$ cat config.mk
export PLATFORM = sky130hd
export DESIGN_NAME = scene_renderer
export DESIGN_NICKNAME = d
export VERILOG_FILES = /design/src/hdl/axi_lite_pkg.sv /design/src/hdl/render_pkg.sv /design/src/hdl/item_table_regs.sv /design/src/hdl/scene_sequencer.sv /design/src/hdl/sprite_scanner.sv /design/src/hdl/sprite_shader.sv /design/src/hdl/scene_renderer.sv
export SDC_FILE = /design/constraint.sdc
export NUM_CORES = 1
export LEC_CHECK = 0
export ABC_AREA = 1
export BUFFER_PORTS_ARGS = -buffer_cell sky130_fd_sc_hd__buf_2
export CAP_MARGIN = 20
export CORE_UTILIZATION = 55
export DETAILED_ROUTE_END_ITERATION = 8
export GPL_TIMING_DRIVEN = 0
export MAX_ROUTING_LAYER = met4
export PLACE_DENSITY = 0.88
export SETUP_SLACK_MARGIN = 0.4
export SLEW_MARGIN = 20
export SYNTH_ARGS = -nofsm -noshare
export SYNTH_HDL_FRONTEND = slang
export SYNTH_SLANG_ARGS = --single-unit
$ cat constraint.sdc
create_clock -name clk -period 3.5 [get_ports clk]
set_input_delay 0.175 -clock clk [delete_from_list [all_inputs] [get_ports clk]]
set_output_delay 0.175 -clock clk [all_outputs]
set_load 0.05 [all_outputs]
$ cat src/hdl/axi_lite_pkg.sv
// Register map and bus definitions for the AXI4-Lite control port.
// Imported by the register slave, the top level and the testbench.
package axi_lite_pkg;

	localparam int ADDR_W = 8;
	localparam int DATA_W = 32;

	typedef logic [ADDR_W-1:0]   axi_addr_t;
	typedef logic [DATA_W-1:0]   axi_data_t;
	typedef logic [DATA_W/8-1:0] axi_strb_t;
	typedef logic [1:0]          axi_resp_t;

	localparam axi_resp_t RESP_OKAY   = 2'b00;
	localparam axi_resp_t RESP_SLVERR = 2'b10;

	localparam axi_addr_t ADDR_CONTROL   = 8'h00;
	localparam axi_addr_t ADDR_ITEM_BASE = 8'h10;

	// control register bits
	localparam int CTRL_START_BIT = 0;
	localparam int CTRL_BUSY_BIT  = 0;
	localparam int CTRL_COUNT_LSB = 8;

	// item word layout, kind is the 2-bit register encoding
	localparam int ITEM_X_LSB    = 0;
	localparam int ITEM_X_MSB    = 8;
	localparam int ITEM_Y_LSB    = 9;
	localparam int ITEM_Y_MSB    = 16;
	localparam int ITEM_KIND_LSB = 17;
	localparam int ITEM_KIND_MSB = 18;

endpackage

$ cat src/hdl/render_pkg.sv
// Screen geometry, sprite constants, palette and pixel types for the scene renderer.
// Every pipeline stage imports it.
package render_pkg;

	localparam int SCREEN_W    = 320;
	localparam int SCREEN_H    = 240;
	localparam int SPRITE_SIZE = 16;
	localparam int ITEM_COUNT  = 8;
	localparam int GROUND_Y    = 80;

	// diamond shape, a clipped square rotated by 45 degrees
	localparam int DIAMOND_SUM_MIN  = 7;
	localparam int DIAMOND_SUM_MAX  = 23;
	localparam int DIAMOND_SKEW_MAX = 8;

	typedef logic [8:0]  coord_x_t;
	typedef logic [7:0]  coord_y_t;
	typedef logic [11:0] color_t;
	typedef logic [3:0]  offset_t;
	typedef logic [2:0]  item_index_t;
	typedef logic [7:0]  frame_count_t;

	// the first four values match the 2-bit register encoding
	typedef enum logic [2:0] {
		kind_none       = 3'd0,
		kind_gold       = 3'd1,
		kind_stone      = 3'd2,
		kind_diamond    = 3'd3,
		kind_background = 3'd4
	} object_kind_t;

	localparam color_t COLOR_SKY         = 12'h6cf;
	localparam color_t COLOR_GROUND      = 12'h842;
	localparam color_t COLOR_GOLD        = 12'hfd0;
	localparam color_t COLOR_STONE       = 12'h888;
	localparam color_t COLOR_STONE_EDGE  = 12'h555;
	localparam color_t COLOR_DIAMOND     = 12'h0ff;
	localparam color_t COLOR_TRANSPARENT = 12'h000;

endpackage

$ cat src/hdl/item_table_regs.sv
// AXI4-Lite slave with the control register and the eight-entry item table.
// The sequencer reads one table entry at a time through item_sel.
module item_table_regs
	import render_pkg::*;
	import axi_lite_pkg::*;
(
	input  logic         clk,
	input  logic         rst,
	input  axi_addr_t    s_axi_awaddr,
	input  logic         s_axi_awvalid,
	output logic         s_axi_awready,
	input  axi_data_t    s_axi_wdata,
	input  axi_strb_t    s_axi_wstrb,
	input  logic         s_axi_wvalid,
	output logic         s_axi_wready,
	output axi_resp_t    s_axi_bresp,
	output logic         s_axi_bvalid,
	input  logic         s_axi_bready,
	input  axi_addr_t    s_axi_araddr,
	input  logic         s_axi_arvalid,
	output logic         s_axi_arready,
	output axi_data_t    s_axi_rdata,
	output axi_resp_t    s_axi_rresp,
	output logic         s_axi_rvalid,
	input  logic         s_axi_rready,
	input  logic         busy,
	input  frame_count_t frame_count,
	output logic         start,
	input  item_index_t  item_sel,
	output coord_x_t     item_x,
	output coord_y_t     item_y,
	output object_kind_t item_kind
);

	coord_x_t   x_mem [ITEM_COUNT];
	coord_y_t   y_mem [ITEM_COUNT];
	logic [1:0] kind_mem [ITEM_COUNT];

	logic        wr_fire;
	logic        rd_fire;
	axi_data_t   wr_mask;
	axi_data_t   wr_word;
	item_index_t wr_index;

	function automatic logic is_item(input axi_addr_t addr);
		return addr >= ADDR_ITEM_BASE && addr < ADDR_ITEM_BASE + 4 * ITEM_COUNT &&
			addr[1:0] == 2'b00;
	endfunction

	function automatic item_index_t item_index(input axi_addr_t addr);
		axi_addr_t rel;
		rel = addr - ADDR_ITEM_BASE;
		return item_index_t'(rel >> 2);
	endfunction

	function automatic axi_data_t item_word(input item_index_t i);
		axi_data_t w;
		w = '0;
		w[ITEM_X_MSB:ITEM_X_LSB] = x_mem[i];
		w[ITEM_Y_MSB:ITEM_Y_LSB] = y_mem[i];
		w[ITEM_KIND_MSB:ITEM_KIND_LSB] = kind_mem[i];
		return w;
	endfunction

	// readies are only raised with both valids present, so one ready tells the handshake
	assign wr_fire = s_axi_awready && s_axi_awvalid && s_axi_wvalid;
	assign rd_fire = s_axi_arready && s_axi_arvalid;
	assign wr_index = item_index(s_axi_awaddr);

	always_comb begin
		for (int b = 0; b < DATA_W / 8; b++) begin
			wr_mask[8*b +: 8] = {8{s_axi_wstrb[b]}};
		end
		wr_word = (item_word(wr_index) & ~wr_mask) | (s_axi_wdata & wr_mask);
	end

	assign start = wr_fire && s_axi_awaddr == ADDR_CONTROL && s_axi_wstrb[0] &&
		s_axi_wdata[CTRL_START_BIT] && !busy;

	always_ff @(posedge clk) begin
		if (rst) begin
			s_axi_awready <= 1'b0;
			s_axi_wready <= 1'b0;
			s_axi_bvalid <= 1'b0;
		end else begin
			s_axi_awready <= s_axi_awvalid && s_axi_wvalid && !s_axi_bvalid && !s_axi_awready;
			s_axi_wready <= s_axi_awvalid && s_axi_wvalid && !s_axi_bvalid && !s_axi_awready;
			if (wr_fire) begin
				s_axi_bvalid <= 1'b1;
			end else if (s_axi_bready) begin
				s_axi_bvalid <= 1'b0;
			end
		end
	end

	always_ff @(posedge clk) begin
		if (wr_fire) begin
			if (s_axi_awaddr == ADDR_CONTROL || is_item(s_axi_awaddr)) begin
				s_axi_bresp <= RESP_OKAY;
			end else begin
				s_axi_bresp <= RESP_SLVERR;
			end
		end
	end

	// kinds are reset so an unwritten table renders as empty
	always_ff @(posedge clk) begin
		if (rst) begin
			for (int i = 0; i < ITEM_COUNT; i++) begin
				kind_mem[i] <= 2'b00;
			end
		end else if (wr_fire && is_item(s_axi_awaddr)) begin
			kind_mem[wr_index] <= wr_word[ITEM_KIND_MSB:ITEM_KIND_LSB];
		end
	end

	always_ff @(posedge clk) begin
		if (wr_fire && is_item(s_axi_awaddr)) begin
			x_mem[wr_index] <= wr_word[ITEM_X_MSB:ITEM_X_LSB];
			y_mem[wr_index] <= wr_word[ITEM_Y_MSB:ITEM_Y_LSB];
		end
	end

	always_ff @(posedge clk) begin
		if (rst) begin
			s_axi_arready <= 1'b0;
			s_axi_rvalid <= 1'b0;
		end else begin
			s_axi_arready <= s_axi_arvalid && !s_axi_rvalid && !s_axi_arready;
			if (rd_fire) begin
				s_axi_rvalid <= 1'b1;
			end else if (s_axi_rready) begin
				s_axi_rvalid <= 1'b0;
			end
		end
	end

	always_ff @(posedge clk) begin
		if (rd_fire) begin
			s_axi_rdata <= '0;
			s_axi_rresp <= RESP_OKAY;
			if (s_axi_araddr == ADDR_CONTROL) begin
				s_axi_rdata[CTRL_BUSY_BIT] <= busy;
				s_axi_rdata[CTRL_COUNT_LSB +: 8] <= frame_count;
			end else if (is_item(s_axi_araddr)) begin
				s_axi_rdata <= item_word(item_index(s_axi_araddr));
			end else begin
				s_axi_rresp <= RESP_SLVERR;
			end
		end
	end

	assign item_x = x_mem[item_sel];
	assign item_y = y_mem[item_sel];
	assign item_kind = object_kind_t'({1'b0, kind_mem[item_sel]});

endmodule

$ cat src/hdl/scene_sequencer.sv
// Frame FSM. Issues the background request, then one request per present item,
// and closes the frame when the shader reports the last pixel.
module scene_sequencer
	import render_pkg::*;
(
	input  logic         clk,
	input  logic         rst,
	input  logic         start,
	output item_index_t  item_sel,
	input  coord_x_t     item_x,
	input  coord_y_t     item_y,
	input  object_kind_t item_kind,
	output logic         req_valid,
	input  logic         req_ready,
	output object_kind_t req_kind,
	output coord_x_t     req_x,
	output coord_y_t     req_y,
	output logic         req_last,
	input  logic         frame_end,
	output logic         busy,
	output logic         frame_done,
	output frame_count_t frame_count
);

	typedef enum logic [1:0] {
		st_idle,
		st_background,
		st_items,
		st_wait_end
	} state_t;

	state_t state;
	logic   walk_done;
	logic   req_free;

	// one request is held back until we know whether another one follows it
	object_kind_t cand_kind;
	coord_x_t     cand_x;
	coord_y_t     cand_y;

	assign req_free = !req_valid || req_ready;

	always_ff @(posedge clk) begin
		if (rst) begin
			state <= st_idle;
			item_sel <= '0;
			walk_done <= 1'b0;
			req_valid <= 1'b0;
			busy <= 1'b0;
			frame_done <= 1'b0;
			frame_count <= '0;
		end else begin
			frame_done <= 1'b0;
			if (req_valid && req_ready) begin
				req_valid <= 1'b0;
			end
			case (state)
				st_idle: begin
					if (start) begin
						busy <= 1'b1;
						state <= st_background;
					end
				end
				st_background: begin
					item_sel <= '0;
					walk_done <= 1'b0;
					state <= st_items;
				end
				st_items: begin
					if (!walk_done) begin
						if (item_kind == kind_none || req_free) begin
							if (item_sel == item_index_t'(ITEM_COUNT - 1)) begin
								walk_done <= 1'b1;
							end else begin
								item_sel <= item_sel + 1'b1;
							end
						end
						if (item_kind != kind_none && req_free) begin
							req_valid <= 1'b1;
						end
					end else if (req_free) begin
						req_valid <= 1'b1;
						state <= st_wait_end;
					end
				end
				st_wait_end: begin
					if (frame_end) begin
						busy <= 1'b0;
						frame_done <= 1'b1;
						frame_count <= frame_count + 1'b1;
						state <= st_idle;
					end
				end
				default: state <= st_idle;
			endcase
		end
	end

	always_ff @(posedge clk) begin
		if (state == st_background) begin
			cand_kind <= kind_background;
			cand_x <= '0;
			cand_y <= '0;
		end else if (state == st_items && req_free) begin
			if (!walk_done && item_kind != kind_none) begin
				req_kind <= cand_kind;
				req_x <= cand_x;
				req_y <= cand_y;
				req_last <= 1'b0;
				cand_kind <= item_kind;
				cand_x <= item_x;
				cand_y <= item_y;
			end else if (walk_done) begin
				req_kind <= cand_kind;
				req_x <= cand_x;
				req_y <= cand_y;
				req_last <= 1'b1;
			end
		end
	end

endmodule

$ cat src/hdl/sprite_scanner.sv
// Walks the raster of one draw request at a time and emits on-screen positions
// with their offsets inside the sprite.
module sprite_scanner
	import render_pkg::*;
(
	input  logic         clk,
	input  logic         rst,
	input  logic         req_valid,
	output logic         req_ready,
	input  object_kind_t req_kind,
	input  coord_x_t     req_x,
	input  coord_y_t     req_y,
	input  logic         req_last,
	output logic         scan_valid,
	input  logic         scan_ready,
	output coord_x_t     scan_x,
	output coord_y_t     scan_y,
	output offset_t      scan_ox,
	output offset_t      scan_oy,
	output object_kind_t scan_kind,
	output logic         scan_last
);

	logic         active;
	object_kind_t cur_kind;
	coord_x_t     cur_x;
	coord_y_t     cur_y;
	logic         cur_last;
	coord_x_t     cnt_x;
	coord_y_t     cnt_y;

	coord_x_t   end_x;
	coord_y_t   end_y;
	logic [9:0] pos_x;
	logic [8:0] pos_y;
	logic       on_screen;
	logic       at_end;
	logic       need_out;
	logic       step;
	logic       emit;

	always_comb begin
		end_x = (cur_kind == kind_background) ? coord_x_t'(SCREEN_W - 1) :
			coord_x_t'(SPRITE_SIZE - 1);
		end_y = (cur_kind == kind_background) ? coord_y_t'(SCREEN_H - 1) :
			coord_y_t'(SPRITE_SIZE - 1);
		// one extra bit so sprites hanging past the edge do not wrap
		pos_x = {1'b0, cur_x} + {1'b0, cnt_x};
		pos_y = {1'b0, cur_y} + {1'b0, cnt_y};
		on_screen = pos_x < 10'(SCREEN_W) && pos_y < 9'(SCREEN_H);
		at_end = cnt_x == end_x && cnt_y == end_y;
		// the final position of the frame always goes out so the end is seen
		need_out = on_screen || (at_end && cur_last);
		step = active && (!need_out || !scan_valid || scan_ready);
		emit = step && need_out;
	end

	assign req_ready = !active;

	always_ff @(posedge clk) begin
		if (rst) begin
			active <= 1'b0;
			scan_valid <= 1'b0;
		end else begin
			if (req_valid && req_ready) begin
				active <= 1'b1;
			end else if (step && at_end) begin
				active <= 1'b0;
			end
			if (emit) begin
				scan_valid <= 1'b1;
			end else if (scan_ready) begin
				scan_valid <= 1'b0;
			end
		end
	end

	always_ff @(posedge clk) begin
		if (req_valid && req_ready) begin
			cur_kind <= req_kind;
			cur_x <= req_x;
			cur_y <= req_y;
			cur_last <= req_last;
			cnt_x <= '0;
			cnt_y <= '0;
		end else if (step && !at_end) begin
			if (cnt_x == end_x) begin
				cnt_x <= '0;
				cnt_y <= cnt_y + 1'b1;
			end else begin
				cnt_x <= cnt_x + 1'b1;
			end
		end
	end

	always_ff @(posedge clk) begin
		if (emit) begin
			scan_x <= pos_x[8:0];
			scan_y <= pos_y[7:0];
			scan_ox <= cnt_x[3:0];
			scan_oy <= cnt_y[3:0];
			scan_kind <= on_screen ? cur_kind : kind_none;
			scan_last <= at_end && cur_last;
		end
	end

endmodule

$ cat src/hdl/sprite_shader.sv
// Colors each scanned position by kind and offset, drops transparent pixels
// and drives the frame-buffer write stream.
module sprite_shader
	import render_pkg::*;
(
	input  logic         clk,
	input  logic         rst,
	input  logic         scan_valid,
	output logic         scan_ready,
	input  coord_x_t     scan_x,
	input  coord_y_t     scan_y,
	input  offset_t      scan_ox,
	input  offset_t      scan_oy,
	input  object_kind_t scan_kind,
	input  logic         scan_last,
	output logic         pixel_valid,
	input  logic         pixel_ready,
	output coord_x_t     pixel_x,
	output coord_y_t     pixel_y,
	output color_t       pixel_color,
	output logic         frame_end
);

	localparam offset_t EDGE = offset_t'(SPRITE_SIZE - 1);

	color_t     color;
	logic       opaque;
	logic       take;
	logic [4:0] sum;
	offset_t    skew;
	logic       out_last;

	always_comb begin
		sum = {1'b0, scan_ox} + {1'b0, scan_oy};
		skew = (scan_ox >= scan_oy) ? scan_ox - scan_oy : scan_oy - scan_ox;
		case (scan_kind)
			kind_background: color = (scan_y < coord_y_t'(GROUND_Y)) ? COLOR_SKY : COLOR_GROUND;
			kind_gold: begin
				if ((scan_ox == 0 || scan_ox == EDGE) && (scan_oy == 0 || scan_oy == EDGE))
					color = COLOR_TRANSPARENT;
				else
					color = COLOR_GOLD;
			end
			kind_stone: color = (scan_oy == EDGE) ? COLOR_STONE_EDGE : COLOR_STONE;
			kind_diamond: begin
				if (sum >= 5'(DIAMOND_SUM_MIN) && sum <= 5'(DIAMOND_SUM_MAX) &&
					skew <= offset_t'(DIAMOND_SKEW_MAX))
					color = COLOR_DIAMOND;
				else
					color = COLOR_TRANSPARENT;
			end
			default: color = COLOR_TRANSPARENT;
		endcase
		opaque = color != COLOR_TRANSPARENT;
	end

	assign scan_ready = !pixel_valid || pixel_ready;
	assign take = scan_valid && scan_ready;

	// last pixel leaves either by transfer or by being dropped here
	assign frame_end = (pixel_valid && pixel_ready && out_last) ||
		(take && scan_last && !opaque);

	always_ff @(posedge clk) begin
		if (rst) begin
			pixel_valid <= 1'b0;
		end else if (take && opaque) begin
			pixel_valid <= 1'b1;
		end else if (pixel_ready) begin
			pixel_valid <= 1'b0;
		end
	end

	always_ff @(posedge clk) begin
		if (take && opaque) begin
			pixel_x <= scan_x;
			pixel_y <= scan_y;
			pixel_color <= color;
			out_last <= scan_last;
		end
	end

endmodule

$ cat src/hdl/scene_renderer.sv
// Scene renderer top level. The register slave feeds the sequencer, scanner
// and shader, which stream pixel writes to an external frame buffer.
module scene_renderer
	import render_pkg::*;
	import axi_lite_pkg::*;
(
	input  logic      clk,
	input  logic      rst,
	input  axi_addr_t s_axi_awaddr,
	input  logic      s_axi_awvalid,
	output logic      s_axi_awready,
	input  axi_data_t s_axi_wdata,
	input  axi_strb_t s_axi_wstrb,
	input  logic      s_axi_wvalid,
	output logic      s_axi_wready,
	output axi_resp_t s_axi_bresp,
	output logic      s_axi_bvalid,
	input  logic      s_axi_bready,
	input  axi_addr_t s_axi_araddr,
	input  logic      s_axi_arvalid,
	output logic      s_axi_arready,
	output axi_data_t s_axi_rdata,
	output axi_resp_t s_axi_rresp,
	output logic      s_axi_rvalid,
	input  logic      s_axi_rready,
	output coord_x_t  pixel_x,
	output coord_y_t  pixel_y,
	output color_t    pixel_color,
	output logic      pixel_valid,
	input  logic      pixel_ready,
	output logic      frame_done,
	output logic      busy
);

	logic         start;
	frame_count_t frame_count;
	item_index_t  item_sel;
	coord_x_t     item_x;
	coord_y_t     item_y;
	object_kind_t item_kind;

	logic         req_valid;
	logic         req_ready;
	object_kind_t req_kind;
	coord_x_t     req_x;
	coord_y_t     req_y;
	logic         req_last;

	logic         scan_valid;
	logic         scan_ready;
	coord_x_t     scan_x;
	coord_y_t     scan_y;
	offset_t      scan_ox;
	offset_t      scan_oy;
	object_kind_t scan_kind;
	logic         scan_last;
	logic         frame_end;

	item_table_regs item_table_regs_i (
		.clk(clk),
		.rst(rst),
		.s_axi_awaddr(s_axi_awaddr),
		.s_axi_awvalid(s_axi_awvalid),
		.s_axi_awready(s_axi_awready),
		.s_axi_wdata(s_axi_wdata),
		.s_axi_wstrb(s_axi_wstrb),
		.s_axi_wvalid(s_axi_wvalid),
		.s_axi_wready(s_axi_wready),
		.s_axi_bresp(s_axi_bresp),
		.s_axi_bvalid(s_axi_bvalid),
		.s_axi_bready(s_axi_bready),
		.s_axi_araddr(s_axi_araddr),
		.s_axi_arvalid(s_axi_arvalid),
		.s_axi_arready(s_axi_arready),
		.s_axi_rdata(s_axi_rdata),
		.s_axi_rresp(s_axi_rresp),
		.s_axi_rvalid(s_axi_rvalid),
		.s_axi_rready(s_axi_rready),
		.busy(busy),
		.frame_count(frame_count),
		.start(start),
		.item_sel(item_sel),
		.item_x(item_x),
		.item_y(item_y),
		.item_kind(item_kind)
	);

	scene_sequencer scene_sequencer_i (
		.clk(clk),
		.rst(rst),
		.start(start),
		.item_sel(item_sel),
		.item_x(item_x),
		.item_y(item_y),
		.item_kind(item_kind),
		.req_valid(req_valid),
		.req_ready(req_ready),
		.req_kind(req_kind),
		.req_x(req_x),
		.req_y(req_y),
		.req_last(req_last),
		.frame_end(frame_end),
		.busy(busy),
		.frame_done(frame_done),
		.frame_count(frame_count)
	);

	sprite_scanner sprite_scanner_i (
		.clk(clk),
		.rst(rst),
		.req_valid(req_valid),
		.req_ready(req_ready),
		.req_kind(req_kind),
		.req_x(req_x),
		.req_y(req_y),
		.req_last(req_last),
		.scan_valid(scan_valid),
		.scan_ready(scan_ready),
		.scan_x(scan_x),
		.scan_y(scan_y),
		.scan_ox(scan_ox),
		.scan_oy(scan_oy),
		.scan_kind(scan_kind),
		.scan_last(scan_last)
	);

	sprite_shader sprite_shader_i (
		.clk(clk),
		.rst(rst),
		.scan_valid(scan_valid),
		.scan_ready(scan_ready),
		.scan_x(scan_x),
		.scan_y(scan_y),
		.scan_ox(scan_ox),
		.scan_oy(scan_oy),
		.scan_kind(scan_kind),
		.scan_last(scan_last),
		.pixel_valid(pixel_valid),
		.pixel_ready(pixel_ready),
		.pixel_x(pixel_x),
		.pixel_y(pixel_y),
		.pixel_color(pixel_color),
		.frame_end(frame_end)
	);

endmodule

Yosys cells after proc, flatten, opt, wreduce, memory -nomap -nowiden. Memories as Yosys holds them, arrays and structs flattened. A register that Yosys moved wholly into a read port is not among the register bits. Index checks and enable logic that the tools add are counted.

Reductions and logical operators: 88. Mux-type cells: 64. Bitwise operators: 7. $lt $le $gt $ge: 11. Add/sub/neg operators: 11. Equal/unequal tests: 20.

Operators by type and width (count): 12-bit case mux with 4 select lines (1); 8-bit 2-to-1 mux (5); 19-bit bitwise AND (2); 1-bit logical AND (37); 12-bit 2-to-1 mux (3); 9-bit 2-to-1 mux (4); 1-bit 2-to-1 mux (30); 3-bit 2-to-1 mux (8); 19-bit inverter (1); 19-bit OR (1); 8-bit by 1-bit adder with 8-bit output (second input constant) (2); 8-bit by 5-bit >= comparator with 1-bit output (second input constant) (2); 8-bit zero test (2); 8-bit by 6-bit < comparator with 1-bit output (second input constant) (2); 16-bit 2-to-1 mux (1); 2-bit nonzero test (8); 2-bit 2-to-1 mux (7); 1-bit zero test (13); 12-bit nonzero test (1); 9-bit by 9-bit adder with 10-bit output (1); 1-bit logical OR (10); 10-bit by 9-bit < comparator with 1-bit output (second input constant) (1); 5-bit subtractor (second input constant) (2); 8-bit by 8-bit adder with 9-bit output (1); other kinds (33) (56).

Memories: 3. Bits in writable memories: 152. Output and inout bits: 73. Word-level logic and storage cells: 244. Flip-flop bits (word level): 181.

Memory list: item_table_regs_i.x_mem (words 8, width 9, read ports 3, clocked after Yosys merged registers in 1, write ports 1, RTL line item_table_regs.sv:35) `coord_x_t x_mem [ITEM_COUNT];`; item_table_regs_i.y_mem (words 8, width 8, read ports 3, clocked after Yosys merged registers in 1, write ports 1, RTL line item_table_regs.sv:36) `coord_y_t y_mem [ITEM_COUNT];`; item_table_regs_i.kind_mem (words 8, width 2, read ports 3, clocked after Yosys merged registers in 2, write ports 8, RTL line item_table_regs.sv:37) `logic [1:0] kind_mem [ITEM_COUNT];`.

Logic depth before layout (Yosys ltp).
Depth in word-level cells: 13. Gate-level depth with buffers: 19. Depth with buffers taken out: 18.

Hierarchy. A second synthesis with hierarchy kept.

Cells, all modules: 2070. Area total of the unflattened synthesis: 17661.9 µm².

By module, submodules not included: item_table_regs (instances 1, cells an instance 1307, area each 10278.6 µm²); sprite_scanner (instances 1, cells an instance 363, area each 3483.3 µm²); scene_sequencer (instances 1, cells an instance 240, area each 2263.4 µm²); sprite_shader (instances 1, cells an instance 160, area each 1636.6 µm²).

Worst setup path before layout. Ideal clock, no wire load.

Path kind: reg-to-reg. Start: reg sprite_scanner_i.scan_ox[0]. End: reg sprite_shader_i.out_last (enable). Path slack: -2 ps. Stages on the path, launching flop included: 11. Data arrival time: 3075 ps. Data required time: 3073 ps. Library setup time: 427 ps. Cell sequence: edfxtp_1 -> ha_1 -> fa_1 -> inv_1 -> nor2_1 -> a31oi_1 -> nand2b_1 -> nand2_1 -> nor2_1 -> nand2_1 -> a21oi_1.

Cells in the longest elaborated chain, start to end: 8. Elaborated cells on any way between the ends: 19. Those cells by class: add/sub: 3; order compare: 4; eq/ne: 1; mux: 4; reduce/logical: 7.

RTL lines: from (decl) (RTL line sprite_scanner.sv:18) `output offset_t scan_ox,`; from (signal assigned) (RTL line sprite_scanner.sv:100) `scan_ox <= cnt_x[3:0];`; 4-bit subtractor, or another cell as far along (RTL line sprite_shader.sv:35) `skew = (scan_ox >= scan_oy) ? scan_ox - scan_oy : scan_oy - scan_ox;`; 4-bit 2-to-1 mux, or another cell as far along (RTL line sprite_shader.sv:35); 4-bit less-or-equal comparator or 1-bit logical AND (tied branches) (RTL line sprite_shader.sv:47, sprite_shader.sv:46); 1-bit logical AND (RTL line sprite_shader.sv:46) `if (sum >= 5'(DIAMOND_SUM_MIN) && sum <= 5'(DIAMOND_SUM_MAX) &&`; 8-bit 2-to-1 mux (RTL line sprite_shader.sv:46); 12-bit case mux with 4 select lines (*) (RTL line sprite_shader.sv:36) `case (scan_kind)`; 12-bit nonzero test (*) (RTL line sprite_shader.sv:54) `opaque = color != COLOR_TRANSPARENT;`; 1-bit logical AND (*) (RTL line sprite_shader.sv:75) `if (take && opaque) begin`; to (signal assigned) (RTL line sprite_shader.sv:79) `out_last <= scan_last;`; to (decl) (RTL line sprite_shader.sv:31) `logic out_last;`.

Mark *: on every way between the ends. The rest lies on a longest branch, timed or not. A chain may end at the register's enable or synchronous reset.

Worst setup path in the final report.
Start: in s_axi_awaddr[3]. End: mem item_table_regs_i.y_mem[3][2] (netlist bit), data pin.

Cells in the longest elaborated chain, start to end: 4.

RTL lines: from (decl) (RTL line scene_renderer.sv:9) `input axi_addr_t s_axi_awaddr,`; 5-bit subtractor (RTL line item_table_regs.sv:52) `rel = addr - ADDR_ITEM_BASE;`; memory 8 x 8 bit; 19-bit bitwise AND (RTL line item_table_regs.sv:74) `wr_word = (item_word(wr_index) & ~wr_mask) | (s_axi_wdata & wr_mask);`; 19-bit OR (RTL line item_table_regs.sv:74); via item_table_regs_i.wr_word[11] (RTL line item_table_regs.sv:42) `axi_data_t wr_word;`; to (decl) (RTL line item_table_regs.sv:36).

The timed path passes the listed nets, and every way through them passes these cells.

==> metrics <==
period utilization between 80% and 90%; largest family of logic cells by synthesized area compound AO/OA/AOI/OAI gates; Comb power frac between 10% and 20%; Global Route met3 Usage 9.95%; Sink Count 337; Yosys reg bits 337; Layout area overhead 15.5%; mux contribution to synthesized area 0%; Final ANT Viol Nets 0; Hold Path Class in -> reg; row cnt 63; routed vias 14700; Seq/Total Area, Yosys 56.8%; Max VDD drop 0.000489 V; asr flop ratio synth 0%; GRT met1 Usage between 40% and 50%; busiest layer in global routing met2; share of power burned in registers 46.1%; Synth Instances 1735; buffer depth of the longest clock path 3; 1st-iter DRT viols 2318; FMAX 0.318 GHz; Main synth FF type edfxtp_1; DP HPWL 36900 microns; pwr dens ~550 nW/um^2; final hold slack 0.00494 ns; Final #Nets 2014; grt met2 use between 50% and 60%; CP required 3.70 ns; largest net degree at the start of global routing 31; simple-gate share of the synthesized area 13.6%; RSZ-0062 raised after global routing no; clk root buf clkbuf_16; Die Height between 150 and 200 microns; Sw Share 30.5%; final core utilization around 65%; Mapped Avg Cell Area 9.62 sq um; CP Class in -> reg; Leak 7.36 nW; worst slew pin tran 1.13 ns; Int Power about 0.0073 W; clock share of power 34.8%; CTS H-tree lvls 2; Worst slew margin between 20% and 30%; core region area approximately 30000 sq um; final WL 55400 microns; Yosys cell types 57; CP Max Fanout 10; grt total ovfl 0; Post-synth EDFFs around 270; port bufs 101; Finished Layout Cells 2332; final setup fails 0; area share of the largest cell type after synthesis around half; first-pass GRT wire length 82000 microns; max-slew violation count 0; initial core utilization 56.1%; CP endpoint kind flip-flop; vias per inst 6.31; CTS Buf Count 38; Synth area leaders edfxtp_1 (49%), dfxtp_1 (7.7%), o21ai_0 (7.0%); Tmin final ~3.1 ns; Setup TNS 0 ns; vias in the first global route 14200; outcome finished clean; Ys Warns 0; clk_lat worst skew 0.54 ns; All-Layer GR Usage a little under two fifths; Max-cap violations 0; compound-cell area share of the yosys netlist a little under a fifth; # DRC 0; Fin. Hold Viols 0; Die W approximately 180 microns; total placed cells including tap cells 2247; die area 31000 sq um; Worst-path clk slew 0.06 ns; CP arrival 3.35 ns; share of cells above drive strength 1 13.0%; total power 0.0105 W; GP Congestion 0.974; area leader, netlist edfxtp_1; Final Skew 0.0242 ns; Synth Area in Adders approximately 3.4%; initial antenna violation count 2; Switching Power 0.00321 W; IO Pins 133; Post-Synth XOR/XNOR Area 1.21%; Startpoint Class input pin; Mapped Area 16700 sq um; WL per Instance 23.8 microns; CTS tree done; drt pass-1 iters 8
==> kinds of logic after synthesis <==
group | count (synthesis)
simple gates | 524
buf+inv | 280
xor+xnor | 23
compound gates | 528
other cells | 1
flops | 337
fa+ha+maj | 42
==> Yosys cell counts, types with 5 or more instances <==
cell type  number
nor2_1        190
nand4_1        15
a31oi_1        42
a221oi_1       31
nor3_1          8
dfxtp_1        64
o21ai_1        12
a21oi_1       134
clkinv_1        6
nand2_1       215
buf_4          18
inv_2           5
o2bb2ai_1       5
buf_1           5
xor2_1         13
ha_1           37
clkbuf_1       69
a21oi_2         5
a32o_1          8
or2_2           6
inv_1         170
o22ai_1        14
buf_2           6
o211ai_1       23
xnor2_1        10
nor4_1          5
o21ai_0       233
fa_1            5
nand2_2         9
nand3_1        56
edfxtp_1      273
==> repair_timing <==
action	in CTS	in global routing
pin swaps	1	2
hold buffers	7	0
setup endpoints to repair	35	106
endpoints found under the hold margin	5	0
buffers inserted	6	1
gates resized for setup	5	12
cloned	1	0
==> worst max-delay path, stage by stage <==
cell      delay, ns
buf_2          0.14
inv_1          0.15
nor3_1         0.40
clkbuf_1       0.75
clkbuf_1       0.80
a221oi_1       0.28
a31oi_1        0.65
==> area by class of cell <==
class                      count  area, sq um
antenna                        2         5.00
tap                          390          488
timing repair buffer         122          788
inverter                     181          683
sequential                   337         9480
multi-input combinational   1132         6250
clock buffer                  55         1050
timing repair inverter         1         7.51
fill                        2369        10400
buffer                        99          455
clock inverter                13         67.6
==> metal layers <==
metal	part of all wire [%]	up-vias
met2	46	1097
met4	6.5	0
met5	0	-
li1	-	6493
met1	35	6856
met3	12	279
==> placed cells by master, fill, tap and decap left out, types with 15 or more instances in the layout <==
master	instances
a21oi_1	133
a221oi_1	31
a31oi_1	42
buf_2	107
buf_4	23
clkbuf_1	83
clkbuf_16	39
conb_1	15
dfxtp_1	62
edfxtp_1	273
ha_1	35
inv_1	169
nand2_1	212
nand3_1	56
nand4_1	15
nor2_1	182
o211ai_1	23
o21ai_0	233
==> state kept, by name, indices dropped and copies added (netlist names), 11 cells and up, named ones only <==
register	count
item_table_regs_i.kind_mem	16
item_table_regs_i.s_axi_rdata	19
item_table_regs_i.x_mem	72
item_table_regs_i.y_mem	64
sprite_shader_i.pixel_color	11
==> stage by stage <==
| stage | setup WS (ns) | cell area [sq um] |
|---|---|---|
| global placement | -1.07 | 17700 |
| global route | 0.451 | 19300 |
| finish | 0.354 | 19300 |
| CTS | 0.429 | 19200 |
| floorplan | 0.440 | 16700 |
| detailed placement | -0.323 | 18000 |
==> power by group through the flow <==
stage / logic, W / clock network (W) / registers, W
after global routing: 0.00213 / 0.00379 / 0.00487
after CTS: 0.00188 / 0.00364 / 0.00484
after global placement: 0.00178 / 0 / 0.00490
after floorplan: 0.00114 / 0 / 0.00490
after detailed placement: 0.00185 / 0 / 0.00492
final: 0.00201 / 0.00365 / 0.00485
==> final timing paths <==
check,from,endpoint,slack [ns],cells after the start
max,s_axi_awaddr[3],item_table_regs_i.y_mem[3][2]$_DFFE_PP_,0.35,7
min,s_axi_awaddr[5],item_table_regs_i.s_axi_bresp[1]$_DFFE_PP_,0.005,3
max reg2reg,scene_sequencer_i.item_sel[0]$_SDFFE_PP0P_,scene_sequencer_i.cand_x[8]$_SDFFE_PN0P_,0.57,8
min reg2reg,scene_sequencer_i.req_x[5]$_DFFE_PP_,sprite_scanner_i.cur_x[5]$_DFFE_PP_,0.41,0
No activity file was read; power rests on OpenSTA's default activity.
